File: src/hdl/wiscPkg.sv
// ISA widths, opcode map, function codes and datapath select codes
package wiscPkg;

    localparam int dataWidth    = 16; // Word and register width
    localparam int regAddrWidth = 3;  // Eight general registers
    localparam int opWidth      = 5;  // Opcode field is instr[15:11]

    localparam logic [regAddrWidth-1:0] linkReg = 3'd7; // Return address lands in R7

    // Special ops
    localparam logic [opWidth-1:0] opHalt  = 5'b00000;
    localparam logic [opWidth-1:0] opNop   = 5'b00001;
    localparam logic [opWidth-1:0] opSiic  = 5'b00010; // No interrupt support, runs as NOP
    localparam logic [opWidth-1:0] opRti   = 5'b00011; // Same
    // Jumps
    localparam logic [opWidth-1:0] opJ     = 5'b00100;
    localparam logic [opWidth-1:0] opJr    = 5'b00101;
    localparam logic [opWidth-1:0] opJal   = 5'b00110;
    localparam logic [opWidth-1:0] opJalr  = 5'b00111;
    // I-format 1 arithmetic and logic
    localparam logic [opWidth-1:0] opAddi  = 5'b01000;
    localparam logic [opWidth-1:0] opSubi  = 5'b01001;
    localparam logic [opWidth-1:0] opXori  = 5'b01010;
    localparam logic [opWidth-1:0] opAndni = 5'b01011;
    // Branches on Rs
    localparam logic [opWidth-1:0] opBeqz  = 5'b01100;
    localparam logic [opWidth-1:0] opBnez  = 5'b01101;
    localparam logic [opWidth-1:0] opBltz  = 5'b01110;
    localparam logic [opWidth-1:0] opBgez  = 5'b01111;
    // Memory and SLBI
    localparam logic [opWidth-1:0] opSt    = 5'b10000;
    localparam logic [opWidth-1:0] opLd    = 5'b10001;
    localparam logic [opWidth-1:0] opSlbi  = 5'b10010;
    localparam logic [opWidth-1:0] opStu   = 5'b10011;
    // Immediate shifts and rotates
    localparam logic [opWidth-1:0] opRoli  = 5'b10100;
    localparam logic [opWidth-1:0] opSlli  = 5'b10101;
    localparam logic [opWidth-1:0] opRori  = 5'b10110;
    localparam logic [opWidth-1:0] opSrli  = 5'b10111;
    // R-format and LBI
    localparam logic [opWidth-1:0] opLbi   = 5'b11000;
    localparam logic [opWidth-1:0] opBtr   = 5'b11001; // Not built, decodes as illegal
    localparam logic [opWidth-1:0] opShift = 5'b11010; // SLL/SRL/ROL/ROR by funct
    localparam logic [opWidth-1:0] opArith = 5'b11011; // ADD/SUB/XOR/ANDN by funct
    localparam logic [opWidth-1:0] opSeq   = 5'b11100;
    localparam logic [opWidth-1:0] opSlt   = 5'b11101;
    localparam logic [opWidth-1:0] opSle   = 5'b11110;
    localparam logic [opWidth-1:0] opSco   = 5'b11111;

    // R-format function bits, same order as low opcode bits of the I-format ops
    localparam logic [1:0] fnAdd  = 2'b00;
    localparam logic [1:0] fnSub  = 2'b01;
    localparam logic [1:0] fnXor  = 2'b10;
    localparam logic [1:0] fnAndn = 2'b11;
    localparam logic [1:0] fnRol  = 2'b00;
    localparam logic [1:0] fnSll  = 2'b01;
    localparam logic [1:0] fnRor  = 2'b10;
    localparam logic [1:0] fnSrl  = 2'b11;

    // Immediate select, bit 2 is sign, low bits give field size
    localparam logic [2:0] immZext5  = 3'b000;
    localparam logic [2:0] immZext8  = 3'b001;
    localparam logic [2:0] immSext5  = 3'b100;
    localparam logic [2:0] immSext8  = 3'b101;
    localparam logic [2:0] immSext11 = 3'b110;

    // Destination register select
    localparam logic [1:0] dstRs  = 2'b00; // instr[10:8]
    localparam logic [1:0] dstRdR = 2'b01; // instr[4:2]
    localparam logic [1:0] dstR7  = 2'b10;
    localparam logic [1:0] dstRdI = 2'b11; // instr[7:5]

    // Write-back source override
    localparam logic [1:0] linkNone = 2'b00;
    localparam logic [1:0] linkLbi  = 2'b01;
    localparam logic [1:0] linkPc   = 2'b10;

endpackage
File: src/hdl/cpuTop.sv
// Single-cycle core top with PC, halt state, immediate extension, next-PC and write-back muxes
`timescale 1ns/1ns

module cpuTop (
    input  logic                          clk,
    input  logic                          rst,
    output logic [wiscPkg::dataWidth-1:0] instrAddr,
    input  logic [wiscPkg::dataWidth-1:0] instr,
    output logic [wiscPkg::dataWidth-1:0] memAddr,
    output logic [wiscPkg::dataWidth-1:0] memWdata,
    output logic                          memWe,
    output logic                          memRe,
    input  logic [wiscPkg::dataWidth-1:0] memRdata,
    output logic                          halted,
    output logic                          err
);
    import wiscPkg::*;

    logic [dataWidth-1:0]    pc;
    logic [dataWidth-1:0]    pcInc;
    logic [dataWidth-1:0]    pcNext;
    logic [dataWidth-1:0]    immExt;
    logic [dataWidth-1:0]    aluInB;
    logic [dataWidth-1:0]    aluResult;
    logic [dataWidth-1:0]    readData1;
    logic [dataWidth-1:0]    readData2;
    logic [dataWidth-1:0]    writeData;
    logic [regAddrWidth-1:0] writeReg;
    logic                    regWriteEn;
    logic                    zFlag;
    logic                    sFlag;

    // Decoder outputs
    logic                regWrite;
    logic [1:0]          dstSel;
    logic                pcSel;
    logic                regJmp;
    logic                memEnable;
    logic                memWr;
    logic [opWidth-1:0]  aluOp;
    logic                val2Reg;
    logic                aluSrcImm;
    logic [2:0]          immSel;
    logic                halt;
    logic [1:0]          linkSel;
    logic                ctrlErr;

    assign instrAddr = pc;
    assign pcInc     = pc + 16'd2;   // Fixed 2-byte instructions

    always_comb begin
        case (immSel)
            immSext5:  immExt = {{(dataWidth-5){instr[4]}}, instr[4:0]};
            immZext5:  immExt = {{(dataWidth-5){1'b0}}, instr[4:0]};
            immSext8:  immExt = {{(dataWidth-8){instr[7]}}, instr[7:0]};
            immZext8:  immExt = {{(dataWidth-8){1'b0}}, instr[7:0]};
            immSext11: immExt = {{(dataWidth-11){instr[10]}}, instr[10:0]};
            default:   immExt = '0;
        endcase
    end

    always_comb begin
        if (regJmp) begin
            pcNext = readData1 + immExt;    // JR, JALR
        end else if (pcSel) begin
            pcNext = pcInc + immExt;        // Taken branch, J, JAL
        end else begin
            pcNext = pcInc;
        end
    end

    always_comb begin
        case (dstSel)
            dstRs:   writeReg = instr[10:8];
            dstRdR:  writeReg = instr[4:2];
            dstR7:   writeReg = linkReg;
            default: writeReg = instr[7:5];  // Rd of I-format
        endcase
    end

    always_comb begin
        case (linkSel)
            linkPc:  writeData = pcInc;      // Return address
            linkLbi: writeData = immExt;
            default: writeData = val2Reg ? memRdata : aluResult;
        endcase
    end

    always_ff @(posedge clk) begin
        if (rst) begin
            pc     <= '0;
            halted <= 1'b0;
        end else if (!halted) begin
            if (halt) begin
                halted <= 1'b1;              // PC stays on the HALT word
            end else begin
                pc <= pcNext;
            end
        end
    end

    // No state changes while in reset or after HALT
    assign regWriteEn = regWrite & ~halted & ~rst;
    assign memWe      = memEnable & memWr & ~halted & ~rst;
    assign memRe      = memEnable & ~memWr & ~halted & ~rst;
    assign memAddr    = aluResult;           // Rs + sext(imm5)
    assign memWdata   = readData2;           // Rd of ST/STU sits in the Rt field
    assign aluInB     = aluSrcImm ? immExt : readData2;
    assign err        = ctrlErr;

    control control_i (
        .opcode    (instr[15:11]),
        .zFlag     (zFlag),
        .sFlag     (sFlag),
        .regWrite  (regWrite),
        .dstSel    (dstSel),
        .pcSel     (pcSel),
        .regJmp    (regJmp),
        .memEnable (memEnable),
        .memWr     (memWr),
        .aluOp     (aluOp),
        .val2Reg   (val2Reg),
        .aluSrcImm (aluSrcImm),
        .immSel    (immSel),
        .halt      (halt),
        .linkSel   (linkSel),
        .ctrlErr   (ctrlErr)
    );

    regFile regFile_i (
        .clk       (clk),
        .rst       (rst),
        .readReg1  (instr[10:8]),            // Rs
        .readReg2  (instr[7:5]),             // Rt or store data
        .writeReg  (writeReg),
        .writeData (writeData),
        .writeEn   (regWriteEn),
        .readData1 (readData1),
        .readData2 (readData2)
    );

    alu alu_i (
        .aluOp  (aluOp),
        .inA    (readData1),
        .inB    (aluInB),
        .funct  (instr[1:0]),
        .result (aluResult),
        .zFlag  (zFlag),
        .sFlag  (sFlag)
    );

endmodule

File: src/hdl/alu.sv
// 16-bit ALU with arithmetic, logic, shifts, rotates, compares, LBI/SLBI and Rs flags
`timescale 1ns/1ns

module alu (
    input  logic [wiscPkg::opWidth-1:0]   aluOp,
    input  logic [wiscPkg::dataWidth-1:0] inA,    // Rs
    input  logic [wiscPkg::dataWidth-1:0] inB,    // Rt or immediate
    input  logic [1:0]                    funct,  // R-format function bits
    output logic [wiscPkg::dataWidth-1:0] result,
    output logic                          zFlag,
    output logic                          sFlag
);
    import wiscPkg::*;

    logic [dataWidth:0]     sum;       // Carry out on top for SCO
    logic [1:0]             arithFn;
    logic [1:0]             shiftFn;
    logic [3:0]             shAmt;
    logic [2*dataWidth-1:0] rotl;
    logic [2*dataWidth-1:0] rotr;
    logic [dataWidth-1:0]   arithRes;
    logic [dataWidth-1:0]   shiftRes;
    logic                   equal;
    logic                   lessThan;

    assign sum      = {1'b0, inA} + {1'b0, inB};
    assign equal    = (inA == inB);
    assign lessThan = ($signed(inA) < $signed(inB));
    assign shAmt    = inB[3:0];
    assign rotl     = {inA, inA} << shAmt;  // Upper half holds the rotated word
    assign rotr     = {inA, inA} >> shAmt;  // Lower half holds it

    // Immediate ops carry the function in their low opcode bits
    assign arithFn = (aluOp == opArith) ? funct : aluOp[1:0];
    assign shiftFn = (aluOp == opShift) ? funct : aluOp[1:0];

    always_comb begin
        case (arithFn)
            fnAdd:   arithRes = sum[dataWidth-1:0];
            fnSub:   arithRes = inB - inA;        // Subtract is B minus A
            fnXor:   arithRes = inA ^ inB;
            default: arithRes = inA & ~inB;       // ANDN
        endcase
    end

    always_comb begin
        case (shiftFn)
            fnRol:   shiftRes = rotl[2*dataWidth-1:dataWidth];
            fnSll:   shiftRes = inA << shAmt;
            fnRor:   shiftRes = rotr[dataWidth-1:0];
            default: shiftRes = inA >> shAmt;     // SRL, zero fill
        endcase
    end

    always_comb begin
        case (aluOp)
            opAddi, opSubi, opXori, opAndni, opArith: result = arithRes;
            opRoli, opSlli, opRori, opSrli, opShift:  result = shiftRes;
            opSeq:   result = {{(dataWidth-1){1'b0}}, equal};
            opSlt:   result = {{(dataWidth-1){1'b0}}, lessThan};
            opSle:   result = {{(dataWidth-1){1'b0}}, lessThan | equal};
            opSco:   result = {{(dataWidth-1){1'b0}}, sum[dataWidth]};
            opLbi:   result = inB;                          // Sign-extended byte
            opSlbi:  result = {inA[dataWidth-9:0], 8'h00} | inB;
            default: result = sum[dataWidth-1:0];           // Address and jump adds
        endcase
    end

    // Branch test looks at Rs only
    assign zFlag = (inA == '0);
    assign sFlag = inA[dataWidth-1];

endmodule

File: src/hdl/regFile.sv
// Eight-entry register file, two combinational read ports and one write port
`timescale 1ns/1ns

module regFile (
    input  logic                             clk,
    input  logic                             rst,
    input  logic [wiscPkg::regAddrWidth-1:0] readReg1,
    input  logic [wiscPkg::regAddrWidth-1:0] readReg2,
    input  logic [wiscPkg::regAddrWidth-1:0] writeReg,
    input  logic [wiscPkg::dataWidth-1:0]    writeData,
    input  logic                             writeEn,
    output logic [wiscPkg::dataWidth-1:0]    readData1,
    output logic [wiscPkg::dataWidth-1:0]    readData2
);
    import wiscPkg::*;

    localparam int numRegs = 1 << regAddrWidth; // R0..R7

    logic [dataWidth-1:0] regs [numRegs];

    always_ff @(posedge clk) begin
        if (rst) begin
            for (int i = 0; i < numRegs; i++) begin
                regs[i] <= '0;                     // Known state for every program
            end
        end else if (writeEn) begin
            regs[writeReg] <= writeData;           // Lands with the PC update
        end
    end

    // Same-cycle write is not seen, the next instruction reads after the edge
    assign readData1 = regs[readReg1];
    assign readData2 = regs[readReg2];

endmodule

File: src/hdl/control.sv
// Opcode decoder driving all datapath selects, branch resolution and illegal-opcode flag
`timescale 1ns/1ns

module control (
    input  logic [wiscPkg::opWidth-1:0] opcode,    // instr[15:11]
    input  logic                        zFlag,     // Rs is zero
    input  logic                        sFlag,     // Rs is negative
    output logic                        regWrite,
    output logic [1:0]                  dstSel,
    output logic                        pcSel,     // Take PC+2+imm
    output logic                        regJmp,    // Take Rs+imm
    output logic                        memEnable,
    output logic                        memWr,
    output logic [wiscPkg::opWidth-1:0] aluOp,
    output logic                        val2Reg,   // Write back memory data
    output logic                        aluSrcImm, // ALU B from immediate
    output logic [2:0]                  immSel,
    output logic                        halt,
    output logic [1:0]                  linkSel,
    output logic                        ctrlErr
);
    import wiscPkg::*;

    always_comb begin
        // Safe defaults, an opcode that sets nothing behaves as NOP
        regWrite  = 1'b0;
        dstSel    = dstRdI;
        pcSel     = 1'b0;
        regJmp    = 1'b0;
        memEnable = 1'b0;
        memWr     = 1'b0;
        aluOp     = opcode;       // Most ops hand the opcode straight to the ALU
        val2Reg   = 1'b0;
        aluSrcImm = 1'b1;
        immSel    = immSext5;
        halt      = 1'b0;
        linkSel   = linkNone;
        ctrlErr   = 1'b0;

        case (opcode)
            opHalt: begin
                halt = 1'b1;      // Freeze PC from this edge on
            end
            opNop, opSiic, opRti: begin
                aluOp = opNop;    // Interrupt ops retire without effect
            end
            opAddi, opSubi, opXori, opAndni, opRoli, opSlli, opRori, opSrli: begin
                regWrite = 1'b1;
                // Arith ops sign extend, logic ops zero extend
                immSel   = opcode[1] ? immZext5 : immSext5;
            end
            opSt, opLd: begin
                aluOp     = opAddi;              // Address is Rs + sext(imm5)
                memEnable = 1'b1;
                memWr     = (opcode == opSt);
                regWrite  = (opcode == opLd);    // Load goes to Rd-I
                val2Reg   = (opcode == opLd);
            end
            opStu: begin
                aluOp     = opAddi;
                memEnable = 1'b1;
                memWr     = 1'b1;
                regWrite  = 1'b1;                // Updated address back to Rs
                dstSel    = dstRs;
            end
            opShift, opArith, opSeq, opSlt, opSle, opSco: begin
                regWrite  = 1'b1;
                dstSel    = dstRdR;
                aluSrcImm = 1'b0;                // B is Rt
                immSel    = immZext5;            // Unused
            end
            opBeqz, opBnez, opBltz, opBgez: begin
                immSel    = immSext8;
                aluSrcImm = 1'b0;
                case (opcode[1:0])
                    2'b00:   pcSel = zFlag;      // BEQZ
                    2'b01:   pcSel = ~zFlag;     // BNEZ
                    2'b10:   pcSel = sFlag;      // BLTZ
                    default: pcSel = ~sFlag;     // BGEZ
                endcase
            end
            opLbi: begin
                regWrite = 1'b1;
                dstSel   = dstRs;
                immSel   = immSext8;
                linkSel  = linkLbi;              // Immediate goes straight to Rs
            end
            opSlbi: begin
                regWrite = 1'b1;
                dstSel   = dstRs;
                immSel   = immZext8;             // (Rs << 8) | zext(imm8)
            end
            opJ, opJal: begin
                aluOp    = opAddi;
                pcSel    = 1'b1;
                immSel   = immSext11;            // PC-relative displacement
                dstSel   = dstR7;
                linkSel  = linkPc;
                regWrite = (opcode == opJal);
            end
            opJr, opJalr: begin
                aluOp    = opAddi;
                regJmp   = 1'b1;                 // Target is Rs + sext(imm8)
                immSel   = immSext8;
                dstSel   = dstR7;
                linkSel  = linkPc;
                regWrite = (opcode == opJalr);
            end
            opBtr: begin
                ctrlErr = 1'b1;                  // Bit reverse not implemented
            end
            default: begin
                ctrlErr = 1'b1;
            end
        endcase
    end

endmodule

File: config.mk
export PLATFORM = sky130hd
export DESIGN_NAME = cpuTop
export DESIGN_NICKNAME = d
export VERILOG_FILES = /design/src/hdl/wiscPkg.sv /design/src/hdl/cpuTop.sv /design/src/hdl/alu.sv /design/src/hdl/regFile.sv /design/src/hdl/control.sv
export SDC_FILE = /design/constraint.sdc
export NUM_CORES = 1
export LEC_CHECK = 0
export BUFFER_PORTS_ARGS = -buffer_cell sky130_fd_sc_hd__buf_2
export CAP_MARGIN = 20
export CORE_MARGIN = 2
export CORE_UTILIZATION = 30
export CTS_CLUSTER_DIAMETER = 150
export DETAILED_ROUTE_END_ITERATION = 8
export PLACE_DENSITY = 0.54
export SYNTH_ARGS = -nofsm -noshare
export SYNTH_HDL_FRONTEND = slang
export SYNTH_SLANG_ARGS = --single-unit
File: constraint.sdc
create_clock -name clk -period 8.65 [get_ports clk]
set_input_delay 1.73 -clock clk [delete_from_list [all_inputs] [get_ports clk]]
set_output_delay 1.73 -clock clk [all_outputs]
set_load 0.1 [all_outputs]
==> results_dict.tcl <==
set metrics [dict create \
    status "complete, no violations" \
    powerDensity_nw_per_um2 196.2 \
    yosys.cell_count.top_type "nor2_1" \
    criticalPathCategory "in2out" \
    min_path_type "reg2reg" \
    ys_seq_area_share_pct 27.18 \
    pre_cts_slack_ns 0.1387 \
    hpwl_um 54290 \
    p_leak_nw 6.719 \
    synth_top_area_share_pct 24.97 \
    grt_pass1_wl_um 103900 \
    worst_setup_path_start_kind "primary input" \
    netlist_instances 1773 \
    slew_headroom_pct 23.73 \
    seqPwrFrac_pct 24.4 \
    clk_latency_ns 0.45 \
    p_clk_share_pct 22.8 \
    core.rowCount 83 \
    fin_setup_tns_ns 0 \
    grt_pass1_vias 15100 \
    firstDrtPassIters 6 \
    syn_area_sq_um 15390 \
    nets 1975 \
    die_x_um 230.5 \
    synth.area.top_cells "edfxtp_1 25%, mux4_2 10%, ha_1 6.7%, nor2_1 5.1%, a21oi_1 3.9%" \
    area_growth_pct 15.21 \
    critPathRequiredTime_ns 6.92 \
    ys_async_sr_fraction_pct 0 \
    pwr-share-comb_pct 52.8 \
    max_clock_freq_ghz 0.1201 \
    drive_gt1_share_pct 19.27 \
    routed_wl_um 71040 \
    avgSynthCellArea_sq_um 8.681 \
    ant_nets 0 \
    grt.total_usage_pct 26.38 \
    internal_power_mw 1.811 \
    cts_buffer_depth 2 \
    peakVddDrop_mv 0.2126 \
    gp_congestion 0.9997 \
    crit_arrival_ns 6.60 \
    synth_edf_count 128 \
    drc_errors 0 \
    synth_top_cell_by_area "edfxtp_1" \
    first_iter_violations 1879 \
    p_sw_share_pct 47.96 \
    grt_max_degree 50 \
    ys_types 97 \
    finalMaxSlewViolations 0 \
    ys_ff_latch 145 \
    vias 15830 \
    total_power_mw 3.479 \
    yosysWarnings 0 \
    clock_skew_ns 0.01599 \
    wire_per_inst_um 27.87 \
    worst_pin_slew_ns 1.141 \
    r2r-end "regFile_i.regs[3][12]" \
    initial_utilization_pct 30.19 \
    reg2regPathDepth 16 \
    viasPerCell 6.209 \
    cts_max_level 4 \
    num_io_pins 86 \
    clk_root_buffer_cell "clkbuf_16" \
    fin_crit_ns 8.330 \
    rsz0062_at_grt "no" \
    dieArea_sq_um 53130 \
    cp-end-kind "output pin" \
    synth_common_cells "211 x nor2_1, 146 x nand2_1, 128 x edfxtp_1, 120 x a21oi_1, 85 x o21ai_0" \
    worst_slack_ns 0.3202 \
    fin_cells 2549 \
    finalHoldViolCount 0 \
    grt_antenna_before_repair 2 \
    clk_pin_slew_worst_paths_ns 0.08 \
    worstPathCellList "buf_2 -> mux2_2 -> mux4_2 -> mux2i_4 -> inv_2 -> ha_1 -> o311ai_0 -> a21o_1 -> nor3b_1 -> nor4_1 -> nor3_1 -> o211ai_1 -> a21boi_0 -> nor3_1 -> a21oi_4 -> buf_12" \
    reg2reg_from "regFile_i.regs[3][5]" \
    cts_tree "done" \
    io_buffers 85 \
    die_height_um 230.5 \
    crit_path_end "memAddr[13]" \
    crit_fanout 21 \
    critPathLaunch "instr[5]" \
    dp_cells 2515 \
    grt_remaining_overflow 0 \
    synth_fp_nets 1893 \
    cts_setup_buffers 0 \
    crit_top_cell "nor3_1" \
    reg2reg_setup_slack_ns 3.21 \
    setup_viol 0 \
    cpMaxStageDelayCell "o311ai_0" \
    clock-sinks 145 \
    coreArea_sq_um 50990 \
    p_switching_mw 1.668 \
    cts_buffers 17 \
    post-route-period-util_pct 96.30 \
    max_cap_viol_count 0 \
    synth_flop_cell "edfxtp_1" \
    slowest_delay_ns 0.63 \
]
[flip-flops by register name, summed over array words and instances, names as in the netlist]
signal	flops
regFile_i.regs	128
instrAddr	16
halted	1
[logic make-up (layout without fill, tap and decap cells)]
| kind of cell | after synthesis | after routing | synth area share (%) |
|---|---|---|---|
| buffers and inverters | 203 | 298 | 5.462 |
| other | 0 | 1 | 0 |
| AND/OR/NAND/NOR | 596 | 596 | 17.67 |
| multiplexers | 132 | 132 | 14.72 |
| flip-flops | 145 | 145 | 27.18 |
| AO/OA/AOI/OAI | 555 | 555 | 24.59 |
| XOR/XNOR | 56 | 56 | 3.186 |
| adder cells (fa/ha/maj) | 86 | 86 | 7.186 |
[metal layers]
layer / part of all wire, % / global-route usage (%) / vias up
met1: 42 / 35.81 / 7800
met5: 0 / 0 / -
met3: 8.1 / 3.718 / 182
li1: - / - / 6908
met2: 44 / 39.84 / 938
met4: 6.5 / 15.79 / 0
[power by group through the flow]
stage	logic [mW]	clock network, mW	registers, mW
floorplan	1.15	0	0.911
global placement	1.79	0	0.860
detailed placement	1.79	0	0.863
CTS	1.80	0.800	0.847
global route	1.93	0.828	0.853
finish	1.84	0.794	0.848
[worst max-delay path: cells and delay by family]
kind | cells | cell delay [ns]
AND/OR/NAND/NOR | 4 | 1.19
buffers and inverters | 3 | 0.73
AO/OA/AOI/OAI | 5 | 1.51
adder cells (fa/ha/maj) | 1 | 0.23
multiplexers | 3 | 1.19
[placed cells by master, fill, tap and decap left out, types with 13 or more instances in the layout]
cell type  count
mux4_2        69
buf_4         94
o21ai_1       22
a211oi_1      39
a221oi_1      14
or3_1         16
nand2b_1      20
o21bai_1      13
xnor2_1       35
dfxtp_1       17
nor3_1        55
o21ai_0       84
o211ai_1      59
a21oi_1      118
a21o_1        28
xor2_1        21
ha_1          81
clkbuf_16     17
a31oi_1       23
nor2b_1       18
nor2_1       211
edfxtp_1     128
buf_2         75
mux2_2        24
mux2i_1       27
nand2_1      145
inv_1         78
nand3_1       66
a22oi_1       15
o21a_1        14
[how the worst min path moves through the flow]
stage	end	from	slack, ns	cells past startpoint
floorplan	instrAddr[8]	instrAddr[8]	0.94	2
global placement	instrAddr[8]	instrAddr[8]	0.52	2
detailed placement	instrAddr[8]	instrAddr[8]	0.52	2
CTS	instrAddr[8]	instrAddr[8]	0.54	2
global route	instrAddr[2]	instrAddr[2]	0.58	2
finish	instrAddr[8]	instrAddr[8]	0.55	2
[repair_timing]
item | in CTS | in global routing
setup endpoints to repair | 0 | 2
gates resized for setup | 0 | 4
hold buffers | 0 | 0
[through the flow]
step	cell area [sq um]	util, %	hold slack (ns)
floorplan	15470	-	0.9412
global placement	17090	33.51	0.5193
detailed placement	17090	33.51	0.5226
CTS	17710	34.73	0.5391
global route	17730	34.78	0.5840
finish	17730	34.78	0.5514
[area by class of cell]
type	instances	area (sq um)
well taps	680	850.8
clock inverters	15	195.2
repair buffers	180	1276
clock buffers	17	425.4
flip-flops and latches	145	4184
diodes	1	2.502
inverters	86	322.8
multi-input cells	1425	10480
fillers	5214	33260
Power figures use the tool's default switching activity.
